`config.mk`:
```
export PLATFORM = sky130hd
export DESIGN_NAME = oflow_conflict_top
export DESIGN_NICKNAME = d
export VERILOG_FILES = /design/src/hw/oflow_pkg.sv /design/src/hw/oflow_score_board.sv /design/src/hw/oflow_conflict_cfg.sv /design/src/hw/oflow_id_table.sv /design/src/hw/oflow_conflict_resolve.sv /design/src/hw/oflow_conflict_top.sv
export SDC_FILE = /design/constraint.sdc
export NUM_CORES = 1
export LEC_CHECK = 0
export BUFFER_PORTS_ARGS = -buffer_cell sky130_fd_sc_hd__buf_2
export CORE_MARGIN = 3
export CORE_UTILIZATION = 35
export DETAILED_ROUTE_END_ITERATION = 6
export GPL_ROUTABILITY_DRIVEN = 0
export SYNTH_ARGS = -nofsm -noshare
export SYNTH_HDL_FRONTEND = slang
export SYNTH_SLANG_ARGS = --single-unit
```
`constraint.sdc`:
```
create_clock -name clk -period 7.6 [get_ports clk]
set_input_delay 0.76 -clock clk [delete_from_list [all_inputs] [get_ports clk]]
set_output_delay 0.76 -clock clk [all_outputs]
set_load 0.005 [all_outputs]
```
`src/hw/oflow_pkg.sv`:
```
// shared widths and types of the conflict resolver, imported by every block of the design
package oflow_pkg;

	//----------------------------------------
	// widths
	//----------------------------------------
	localparam int id_w     = 4;                  // object id, 16 ids
	localparam int score_w  = 8;                  // unsigned fixed-point score
	localparam int pe_w     = 3;                  // pe number
	localparam int row_w    = 3;                  // score board row index
	localparam int claims_w = pe_w + row_w + 2;   // room for every candidate
	localparam int num_ids  = 1 << id_w;          // entries in the id table

	//----------------------------------------
	// score board
	//----------------------------------------
	typedef struct packed {
		logic               valid;   // slot holds a candidate
		logic [id_w-1:0]    id;      // claimed object
		logic [score_w-1:0] score;   // match score
	} sb_entry_t;                    // 13 bits

	typedef struct packed {
		sb_entry_t upper;            // first slot, scanned first
		sb_entry_t lower;            // second slot
	} sb_row_t;                      // 26 bits

	//----------------------------------------
	// configuration and results
	//----------------------------------------
	typedef struct packed {
		logic [row_w:0]     rows_used;   // rows scanned per pe
		logic [score_w-1:0] score_thr;   // lowest accepted score
	} cfg_t;

	typedef struct packed {
		logic [id_w-1:0]     id;         // reported object
		logic [pe_w-1:0]     pe;         // winning pe
		logic [claims_w-1:0] claims;     // candidates that claimed the id
		logic                conflict;   // more than one claim
	} result_t;

	// resolver walk: clear, scan (read/upper/lower per row), emit
	typedef enum logic [2:0] {
		idle_st,
		clear_st,
		read_st,
		upper_st,
		lower_st,
		emit_st,
		done_st
	} res_state_t;

endpackage

```
`src/hw/oflow_score_board.sv`:
```
// score board rows of all pes, written from outside and read row by row by the resolver
`timescale 1ns/1ps

module oflow_score_board
	import oflow_pkg::*;
#(
	parameter int num_pe   = 4,
	parameter int max_rows = 6
) (
	input  logic             clk,
	// external write port
	input  logic             sb_we,
	input  logic [pe_w-1:0]  sb_pe,
	input  logic [row_w-1:0] sb_row,
	input  sb_row_t          sb_wdata,
	// resolver read port
	input  logic             rd_en,
	input  logic [pe_w-1:0]  rd_pe,
	input  logic [row_w-1:0] rd_row,
	output sb_row_t          rd_data
);

	localparam int depth  = num_pe * max_rows;       // rows over all pes
	localparam int addr_w = $clog2(depth);

	sb_row_t           mem [depth];                  // row storage, pe major
	logic [addr_w-1:0] wr_addr;
	logic [addr_w-1:0] rd_addr;
	sb_row_t           rd_q;                         // registered read data

	//----------------------------------------
	// flat address = pe * max_rows + row
	//----------------------------------------
	assign wr_addr = addr_w'(sb_pe) * addr_w'(max_rows) + addr_w'(sb_row);
	assign rd_addr = addr_w'(rd_pe) * addr_w'(max_rows) + addr_w'(rd_row);

	always_ff @(posedge clk) begin
		if (sb_we) begin
			mem[wr_addr] <= sb_wdata;   // only while resolver idle
		end
	end

	// one-cycle read, data held until next rd_en
	always_ff @(posedge clk) begin
		if (rd_en) begin
			rd_q <= mem[rd_addr];
		end
	end

	assign rd_data = rd_q;

endmodule

```
`src/hw/oflow_conflict_cfg.sv`:
```
// register block of the resolver: rows in use, score threshold, start command and conflict status
`timescale 1ns/1ps

module oflow_conflict_cfg
	import oflow_pkg::*;
#(
	parameter int max_rows = 6
) (
	input  logic        clk,
	input  logic        rst,
	// register port
	input  logic        cfg_we,
	input  logic [1:0]  cfg_addr,
	input  logic [15:0] cfg_wdata,
	output logic [15:0] cfg_rdata,
	// resolver side
	output cfg_t        cfg,
	output logic        start,
	input  logic        busy,
	input  logic        done,
	input  logic [7:0]  conf_count
);

	localparam logic [15:0] rows_lim = 16'(max_rows);   // clamp limit

	logic [row_w:0]     rows_used_q;   // addr 0
	logic [score_w-1:0] thr_q;         // addr 1
	logic               start_q;       // addr 2 write, one-cycle pulse
	logic [7:0]         status_q;      // addr 3, conflicts at last done
	logic               wr_ok;

	assign wr_ok = cfg_we && !busy && !start_q;   // config frozen during a pass

	//----------------------------------------
	// write decode
	//----------------------------------------
	always_ff @(posedge clk or posedge rst) begin
		if (rst) begin
			rows_used_q <= '0;
			thr_q       <= '0;
			start_q     <= 1'b0;
		end else begin
			start_q <= wr_ok && (cfg_addr == 2'd2);   // start lags write by one
			if (wr_ok && (cfg_addr == 2'd0)) begin
				if (cfg_wdata > rows_lim)
					rows_used_q <= (row_w+1)'(max_rows);   // clamp to board size
				else
					rows_used_q <= cfg_wdata[row_w:0];
			end
			if (wr_ok && (cfg_addr == 2'd1)) begin
				thr_q <= cfg_wdata[score_w-1:0];
			end
		end
	end

	// status capture at end of pass
	always_ff @(posedge clk or posedge rst) begin
		if (rst)
			status_q <= '0;
		else if (done)
			status_q <= conf_count;
	end

	//----------------------------------------
	// read-back, combinational
	//----------------------------------------
	always_comb begin
		unique case (cfg_addr)
			2'd0:    cfg_rdata = 16'(rows_used_q);
			2'd1:    cfg_rdata = 16'(thr_q);
			2'd2:    cfg_rdata = {15'd0, busy};   // pass in progress
			default: cfg_rdata = 16'(status_q);
		endcase
	end

	assign cfg   = '{rows_used: rows_used_q, score_thr: thr_q};
	assign start = start_q;

endmodule

```
`src/hw/oflow_id_table.sv`:
```
// per-id claim table of the resolver: claim count, best score and winning pe for each object id
`timescale 1ns/1ps

module oflow_id_table
	import oflow_pkg::*;
(
	input  logic                clk,
	input  logic                rst,
	// clear walk
	input  logic                clr,
	// candidate update
	input  logic                upd,
	input  logic [id_w-1:0]     upd_id,
	input  logic [pe_w-1:0]     upd_pe,
	input  logic [score_w-1:0]  upd_score,
	// read-out
	input  logic [id_w-1:0]     tbl_addr,
	output logic [claims_w-1:0] tbl_claims,
	output logic [pe_w-1:0]     tbl_pe
);

	logic [claims_w-1:0] claims_q [num_ids];   // histogram
	logic [score_w-1:0]  score_q  [num_ids];   // best score so far
	logic [pe_w-1:0]     pe_q     [num_ids];   // pe holding best score
	logic                take_new;

	//----------------------------------------
	// best-entry replace rule
	//----------------------------------------
	// strictly greater only, so with pe-ascending scan equal scores keep
	// the lower pe; an empty entry always takes the candidate
	assign take_new = (claims_q[upd_id] == '0) || (upd_score > score_q[upd_id]);

	// claim counts
	always_ff @(posedge clk or posedge rst) begin
		if (rst) begin
			for (int i = 0; i < num_ids; i++) begin
				claims_q[i] <= '0;
			end
		end else if (clr) begin
			claims_q[tbl_addr] <= '0;                          // clear walk entry
		end else if (upd) begin
			claims_q[upd_id] <= claims_q[upd_id] + 1'b1;      // one more claim
		end
	end

	// best score and pe
	always_ff @(posedge clk) begin
		if (clr) begin
			score_q[tbl_addr] <= '0;
			pe_q[tbl_addr]    <= '0;
		end else if (upd && take_new) begin
			score_q[upd_id] <= upd_score;
			pe_q[upd_id]    <= upd_pe;
		end
	end

	//----------------------------------------
	// combinational read-out
	//----------------------------------------
	assign tbl_claims = claims_q[tbl_addr];
	assign tbl_pe     = pe_q[tbl_addr];

endmodule

```
`src/hw/oflow_conflict_resolve.sv`:
```
// resolver FSM: clears the id table, scans all score boards into it, then reports each claimed id
`timescale 1ns/1ps

module oflow_conflict_resolve
	import oflow_pkg::*;
#(
	parameter int num_pe = 4
) (
	input  logic                clk,
	input  logic                rst,
	// control
	input  cfg_t                cfg,
	input  logic                start,
	output logic                busy,
	output logic                done,
	output logic [7:0]          conf_count,
	// score board read
	output logic                rd_en,
	output logic [pe_w-1:0]     rd_pe,
	output logic [row_w-1:0]    rd_row,
	input  sb_row_t             rd_data,
	// id table
	output logic                clr,
	output logic                upd,
	output logic [id_w-1:0]     upd_id,
	output logic [pe_w-1:0]     upd_pe,
	output logic [score_w-1:0]  upd_score,
	output logic [id_w-1:0]     tbl_addr,
	input  logic [claims_w-1:0] tbl_claims,
	input  logic [pe_w-1:0]     tbl_pe,
	// results
	output logic                result_valid,
	output result_t             result
);

	localparam logic [pe_w-1:0] last_pe = pe_w'(num_pe - 1);

	res_state_t       state;
	res_state_t       state_nx;
	logic [id_w-1:0]  id_q;       // clear and emit walk
	logic [pe_w-1:0]  pe_q;       // scan position
	logic [row_w-1:0] row_q;
	logic [7:0]       conf_q;     // conflicts this pass
	logic             last_id;
	logic             last_row;
	logic             scan_end;
	logic             no_rows;
	sb_entry_t        slot;       // candidate under test
	logic             slot_ok;

	assign last_id  = (id_q == id_w'(num_ids - 1));
	assign last_row = ({1'b0, row_q} + 1'b1) == cfg.rows_used;
	assign scan_end = last_row && (pe_q == last_pe);
	assign no_rows  = (cfg.rows_used == '0);   // nothing to scan

	//----------------------------------------
	// state register and next state
	//----------------------------------------
	always_ff @(posedge clk or posedge rst) begin
		if (rst)
			state <= idle_st;
		else
			state <= state_nx;
	end

	always_comb begin
		state_nx = state;
		unique case (state)
			idle_st:  if (start) state_nx = clear_st;
			clear_st: if (last_id) state_nx = no_rows ? emit_st : read_st;
			read_st:  state_nx = upper_st;                         // data next cycle
			upper_st: state_nx = lower_st;
			lower_st: state_nx = scan_end ? emit_st : read_st;
			emit_st:  if (last_id) state_nx = done_st;
			done_st:  state_nx = idle_st;
			default:  state_nx = idle_st;
		endcase
	end

	//----------------------------------------
	// walk counters
	//----------------------------------------
	always_ff @(posedge clk or posedge rst) begin
		if (rst) begin
			id_q   <= '0;
			pe_q   <= '0;
			row_q  <= '0;
			conf_q <= '0;
		end else begin
			unique case (state)
				idle_st: begin
					id_q   <= '0;
					pe_q   <= '0;
					row_q  <= '0;
					if (start) conf_q <= '0;   // keep last count until restart
				end
				clear_st, emit_st: begin
					id_q <= id_q + 1'b1;       // wraps to 0 after id 15
					if (state == emit_st && tbl_claims > claims_w'(1))
						conf_q <= conf_q + 1'b1;
				end
				lower_st: begin
					if (last_row) begin
						row_q <= '0;
						pe_q  <= pe_q + 1'b1;   // next pe board
					end else begin
						row_q <= row_q + 1'b1;
					end
				end
				default: ;
			endcase
		end
	end

	//----------------------------------------
	// candidate filter
	//----------------------------------------
	assign slot    = (state == upper_st) ? rd_data.upper : rd_data.lower;
	assign slot_ok = slot.valid && (slot.score >= cfg.score_thr);   // threshold inclusive

	// outputs decoded from state
	assign busy   = (state != idle_st);
	assign done   = (state == done_st);
	assign rd_en  = (state == read_st);
	assign rd_pe  = pe_q;
	assign rd_row = row_q;
	assign clr    = (state == clear_st);
	assign upd    = ((state == upper_st) || (state == lower_st)) && slot_ok;

	assign upd_id    = slot.id;
	assign upd_pe    = pe_q;
	assign upd_score = slot.score;
	assign tbl_addr  = id_q;

	assign result_valid    = (state == emit_st) && (tbl_claims != '0);   // claimed ids only
	assign result.id       = id_q;
	assign result.pe       = tbl_pe;
	assign result.claims   = tbl_claims;
	assign result.conflict = (tbl_claims > claims_w'(1));

	assign conf_count = conf_q;   // final at done

endmodule

```
`src/hw/oflow_conflict_top.sv`:
```
// conflict-resolution stage top: score board, register block, id table and resolver FSM
`timescale 1ns/1ps

module oflow_conflict_top
	import oflow_pkg::*;
#(
	parameter int num_pe   = 4,
	parameter int max_rows = 6
) (
	input  logic             clk,
	input  logic             rst,
	// score board write
	input  logic             sb_we,
	input  logic [pe_w-1:0]  sb_pe,
	input  logic [row_w-1:0] sb_row,
	input  sb_row_t          sb_wdata,
	// register port
	input  logic             cfg_we,
	input  logic [1:0]       cfg_addr,
	input  logic [15:0]      cfg_wdata,
	output logic [15:0]      cfg_rdata,
	// status and results
	output logic             busy,
	output logic             done,
	output logic             result_valid,
	output result_t          result
);

	cfg_t                cfg;
	logic                start;
	logic [7:0]          conf_count;
	logic                rd_en;
	logic [pe_w-1:0]     rd_pe;
	logic [row_w-1:0]    rd_row;
	sb_row_t             rd_data;
	logic                clr;
	logic                upd;
	logic [id_w-1:0]     upd_id;
	logic [pe_w-1:0]     upd_pe;
	logic [score_w-1:0]  upd_score;
	logic [id_w-1:0]     tbl_addr;
	logic [claims_w-1:0] tbl_claims;
	logic [pe_w-1:0]     tbl_pe;

	//----------------------------------------
	// blocks
	//----------------------------------------
	oflow_score_board #(.num_pe(num_pe), .max_rows(max_rows)) u_sb (
		.clk, .sb_we, .sb_pe, .sb_row, .sb_wdata,
		.rd_en, .rd_pe, .rd_row, .rd_data
	);

	oflow_conflict_cfg #(.max_rows(max_rows)) u_cfg (
		.clk, .rst, .cfg_we, .cfg_addr, .cfg_wdata, .cfg_rdata,
		.cfg, .start, .busy, .done, .conf_count
	);

	oflow_id_table u_tbl (
		.clk, .rst, .clr, .upd, .upd_id, .upd_pe, .upd_score,
		.tbl_addr, .tbl_claims, .tbl_pe
	);

	oflow_conflict_resolve #(.num_pe(num_pe)) u_res (
		.clk, .rst, .cfg, .start, .busy, .done, .conf_count,
		.rd_en, .rd_pe, .rd_row, .rd_data,
		.clr, .upd, .upd_id, .upd_pe, .upd_score,
		.tbl_addr, .tbl_claims, .tbl_pe,
		.result_valid, .result
	);

endmodule

```
# --- After elaboration in Yosys (flattened, before gate mapping) ---
# Memory sizes are Yosys's and may differ from the RTL's. A register that Yosys moved wholly into a read port is not among the register bits.
# Cells that the tools add are included.
totals:
  reg_bits: 170
  ramBits: 800
  in_bits: 54
  word_cells: 141
  n_memories: 3
op_classes:
  addsub: 8
  mul: 2
  magnitude_cmp: 8
  n_eq_ne: 16
  muxes: 43
  bitwise_logic: 4
  n_reduce_logical: 32
mem_list:
  columns: ["name", "depth", "word_bits", "read_ports", "rd_ports_with_merged_regs", "wr", "line", "source"]
  rows:
  - ["u_sb.mem", 24, 26, 1, 1, 1, "oflow_score_board.sv:26", "sb_row_t mem [depth];"]
  - ["u_tbl.score_q", 16, 8, 1, 0, 1, "oflow_id_table.sv:23", "logic [score_w-1:0] score_q [num_ids];"]
  - ["u_tbl.pe_q", 16, 3, 1, 0, 1, "oflow_id_table.sv:24", "logic [pe_w-1:0] pe_q [num_ids];"]
ops:
  columns: ["op", "n"]
  rows:
  - ["$mux W128", 2]
  - ["$and A128 B128 Y128", 1]
  - ["$bwmux W128", 1]
  - ["$not A128 Y128", 1]
  - ["$mux W8", 9]
  - ["$bmux W8 S4", 2]
  - ["$demux W8 S4", 2]
  - ["$mux W3", 8]
  - ["$pmux W8 S3", 1]
  - ["$pmux W3 S6", 1]
  - ["$add A8 B1 Y8 const B", 2]
  - ["$gt A16 B3 Y1 const B", 1]
  - ["$pmux W8 S2", 1]
  - ["$logic_and A1 B1 Y1", 13]
  - ["$mux W13", 1]
  - ["$mux W4", 3]
  - ["$pmux W3 S2", 2]
  - ["$add A5 B3 Y5", 2]
  - ["$ge A5 B5 Y1 const B", 2]
  - ["$lt A5 B1 Y1 const B", 2]
  - ["$not A4 Y5", 2]
  - ["$eq A3 B2 Y1 const B", 3]
  - ["$eq A3 B3 Y1 const B", 3]
  - ["$mux W1", 9]
  - ["other kinds (29)", 39]

# --- Logic depth before layout (Yosys ltp) ---
logic_depth:
  word_depth: 14
  mapped_depth: 23
  depth_no_buf: 16

# --- By module ---
# A second synthesis with hierarchy kept.
unflattened:
  hier_cells: 2561
  hier_area_um2: 42236.8
modules_own_cells:
  columns: ["module", "n_inst", "cells_per_inst", "area_per_inst_um2"]
  rows:
  - ["oflow_score_board", 1, 1283, 25062.8]
  - ["oflow_id_table", 1, 981, 14352.5]
  - ["oflow_conflict_resolve", 1, 209, 1759.2]
  - ["oflow_conflict_cfg", 1, 88, 1062.3]

# --- Worst setup path before layout ---
# No wires, ideal clock.
synth_path:
  kind: "reg-to-reg"
  from: "register, netlist name u_sb.rd_data[9]"
  to: "memory u_tbl.pe_q[10][0] (enable)"
  setup_time_ns: 0.383
  t_arrival_ns: 4.365
  required_time_ns: 7.217
  slack_ns: 2.852
  path_stages_with_launch: 23
  period_less_slack_ns: 4.748
  path_cell_list: "edfxtp_1 clkbuf_1 buf_2 a21o_1 buf_2 buf_2 buf_2 clkbuf_1 clkbuf_1 nand2_1 nand3_1 nand3_1 a31o_2 ha_1 nor2b_1 o21ai_0 nand2b_1 a21oi_1 o21ai_0 o21a_1 a31oi_2 buf_2 o22ai_1"
synth_via:
  elab_chain_cells: 13
  word_cells_on_any_way: 16
  cone_classes: "order compare: 1; mux: 9; bitwise: 1; reduce/logical: 4; memory: 1"
synth_lines:
  columns: ["element", "line", "source"]
  rows:
  - ["$mux W13 *", "oflow_conflict_resolve.sv:118", "assign slot = (state == upper_st) ? rd_data.upper : rd_data.lower;"]
  - ["branches (longest 12 deep; another with $mem_v2 Z16 W8)", null, null]
  - ["end: declaration", "oflow_id_table.sv:24", null]
# Every way passes the cells marked *. The select of a mux whose other input is x is not followed.

# --- Worst setup path after layout ---
layout_path:
  from: "register u_res.state[1]"
  to: "memory u_tbl.score_q[7][4], data pin"
layout_via:
  elab_chain_cells: 14
  word_cells_on_any_way: 22
  cone_classes: "order compare: 2; eq/ne: 3; mux: 8; bitwise: 1; reduce/logical: 7; memory: 1"
layout_lines:
  columns: ["element", "line", "source"]
  rows:
  - ["start: declaration", "oflow_conflict_resolve.sv:38", "res_state_t state;"]
  - ["start signal: assignment", "oflow_conflict_resolve.sv:61", "state <= idle_st;"]
  - ["start signal: assignment", "oflow_conflict_resolve.sv:63", "state <= state_nx;"]
  - ["branches (longest 13 deep; another with $mem_v2 Z16 W8)", null, null]
  - ["$mux W8 (no source line) *", null, null]
  - ["end: declaration", "oflow_id_table.sv:23", null]
# Marked as above.

==> flow_summary.yaml <==
floorplanning:
  ioPinCount: 89
  coreArea_mm2: 0.120
  die_y_um: 355
  start_util: 0.354
  die-area_mm2: 0.126
  rows: 127
  dieWidth_um: 355
global_route:
  track_usage: 0.175
  grt_antenna_before_repair: 10
  grt_pass1_wl_um: 166000
  grt_pass1_vias: 24700
  grt_max_degree: 102
  overflow: 0
hold_path:
  hold_class: "in -> async"
clock_network:
  insertion_delay_ns: 0.69
  root_buffer: "clkbuf_16"
  cts_made_buffers: 100
  cts_hold_buffers: 0
  postCtsSetupBuffers: 0
  cts_tree: "built"
  post_cts_resized: 0
  clock_path_buffers: 3
  cts.htree.levels: 3
  clk_pin_slew_worst_paths_ns: 0.06
  cts_sinks: 996
setup_path:
  critPathLaunch: "u_res.state[1]$_DFFE_PP0P_"
  cp-start-kind: "flip-flop"
  path_max_fanout: 36
  rr_worst_depth: 17
  crit_path_end_kind: "flip-flop"
  crit_arrival_ns: 6.00
  r2r_slack_ns: 1.93
  crit_end: "u_tbl.score_q[7][4]$_DFFE_PP_"
  crit_type: "reg -> reg"
  r2r_start: "u_res.state[1]$_DFFE_PP0P_"
  worstPathRequired_ns: 7.93
  r2r-end: "u_tbl.score_q[7][4]$_DFFE_PP_"
placement:
  post-dp-hpwl_um: 67700
  io_buffers: 80
  dp_slack_ns: 1.97
  placed_cells: 4229
power_and_ir_drop:
  swShare: 0.283
  total_power_uw: 14400
  powerDensity_mw_per_mm2: 296
  combPwrFrac: 0.196
  pwr-share-seq: 0.458
  leakage_uw: 0.0162
  vdd_drop_max_mv: 0.223
  power.switching_uw: 4070
  clkPwrFrac: 0.346
  internal-power_uw: 10300
finish:
  area_delta_synth_final_pct: 13.9
  mostFrequentLayoutCells: "826 x edfxtp_1, 244 x mux4_2, 233 x nand3_1, 223 x nand2_1, 167 x dfrtp_1"
  layout.cells.non_filler: 4416
  final_common_cell: "edfxtp_1"
  fill_cells: 10900
  nNetsFinal: 2808
  drive_gt1_frac: 0.228
timing:
  fmax_ghz: 0.177
  fin_skew_ns: 0.0676
  setup_viol: 0
  worst_slack_ns: 1.93
  tns_ns: 0
  rsz0062_at_grt: "no"
  hold_ws_ns: 0.136
  period_share: 0.745
  period_needed_ns: 5.67
  drv_slew: 0
  final-hold-violation-count: 0
  worstMarginPinSlew_ns: 1.23
  slew_headroom: 0.176
logic_synthesis:
  synth_area_mm2: 0.0426
  synth-main-ff-cell: "edfxtp_1"
  ys_top_cells_by_area: "edfxtp_1 58%, mux4_2 13%, dfrtp_1 10%"
  syn_area_per_cell_um2: 16.2
  async_flop_share: 0.171
  synth_seq_cells: 996
  synth_top_area_share: 0.582
  synth_warnings: 0
  ys_seq_area_frac: 0.682
  synth_edf_count: 826
  yosysTopAreaCell: "edfxtp_1"
  synth_cell_types: 67
  synth_cells: 2629
status:
  status: "completed"
detailed_routing:
  routedWlPerCell_um: 25.3
  drtIter0Drc: 2590
  viasPerCell: 5.56
  firstDrtPassIters: 7
  num_vias: 24600
  routed_wl_um: 112000
  drc: 0
  ant_nets: 0
job:
  cap_violations: 0
how the worst min path moves through the flow:
stage / end / slack [ns] / cells after the start
5_1_grt: u_tbl.claims_q[26]$_DFFE_PP0P_ / 0.15 / 2
3_3_place_gp: u_cfg.status_q[7]$_DFFE_PP0P_ / 0.49 / 1
3_5_place_dp: u_cfg.status_q[7]$_DFFE_PP0P_ / 0.49 / 1
6_report: u_tbl.claims_q[26]$_DFFE_PP0P_ / 0.14 / 2
2_1_floorplan: u_tbl.claims_q[53]$_DFFE_PP0P_ / 0.47 / 2
4_1_cts: u_tbl.claims_q[26]$_DFFE_PP0P_ / 0.13 / 2
critical path, cell delays in order (launching register included):
cell and delay, ns:
dfrtp_1 0.71, nand3b_4 0.58, a21oi_4 0.69, buf_4 0.41, nand2_1 0.10, and3_1 0.17, a311oi_1 0.24, a311oi_1 0.09
a31o_2 0.29, ha_1 0.30, a21o_1 0.12, a21o_1 0.10, a21oi_1 0.06, o21ai_0 0.08, o21a_1 0.25, a31oi_2 0.05
buf_4 0.25, nor2_1 0.81
registers in the layout, indices dropped and copies added, names as in the netlist, 8 cells and up:
name / cells
u_tbl.score_q: 128
u_sb.mem: 624
u_cfg.thr_q: 8
u_tbl.pe_q: 48
u_tbl.claims_q: 128
u_cfg.status_q: 8
u_res.conf_count: 8
u_sb.rd_data: 26
power groups by stage:
stage	Sequential (µW)	Combinational [µW]	Clock, µW
after CTS	6580	2840	5050
after global routing	6620	3040	5280
after global placement	6680	2820	0
after detailed placement	6690	2830	0
after floorplan	6510	2030	0
final	6580	2820	4960
cell usage after synthesis, types with 9 or more instances:
cell and instances:
a211oi_1 10, mux2_2 29, edfxtp_1 826, a211o_1 15, a31oi_1 9, a2111oi_0 9
nand2_1 223, buf_2 22, nand3_1 233, nor3_1 16, o21ai_1 10, a22oi_1 9
xor2_1 14, and3_1 16, dfrtp_1 170, clkbuf_1 115, a311oi_1 17, nor2b_1 23
inv_1 32, o31ai_1 19, nor2_1 100, a21oi_1 40, buf_4 12, buf_1 28
mux2i_1 89, o21ai_0 103, nand2b_1 9, mux4_2 244, ha_1 31, nand4_1 35
o22ai_1 28
metal layers:
metal / global-route usage / share of wire / vias up
li1: - / - / 10600
met5: 0 / 0.00012 / -
met1: 0.239 / 0.42 / 12800
met3: 0.0335 / 0.070 / 212
met2: 0.285 / 0.48 / 898
met4: 0.0544 / 0.030 / 2
kinds of logic (layout without fill, tap and decap cells):
family / count (synthesis) / count (layout) / share of synthesized area
mux: 362 / 362 / 0.158
xor+xnor: 21 / 21 / 0.00432
fa+ha+maj: 35 / 35 / 0.0110
compound gates: 310 / 310 / 0.0471
simple gates: 694 / 694 / 0.0770
buf+inv: 210 / 375 / 0.0204
other cells: 1 / 11 / 0.0000881
flops: 996 / 996 / 0.682
final cells by class:
| cell class | count | area (µm²) | share of cell area |
|---|---|---|---|
| sequential | 996 | 29100 | 0.599 |
| multi-input combinational | 1430 | 13000 | 0.267 |
| clock buffer | 123 | 2640 | 0.0544 |
| tap | 1612 | 2020 | 0.0416 |
| timing repair buffer | 159 | 1020 | 0.0210 |
| clock inverter | 61 | 671 | 0.0138 |
| inverter | 32 | 125 | 0.00258 |
| antenna | 3 | 7.51 | 0.000155 |
stage by stage:
| step | instance area, µm² | util |
|---|---|---|
| finish | 48500 | 0.403 |
| global route | 48500 | 0.403 |
| CTS | 48500 | 0.403 |
| detailed placement | 45200 | 0.376 |
| global placement | 45200 | 0.376 |
| floorplan | 42600 | - |
Note: power is estimated with default switching activity, not from simulation.
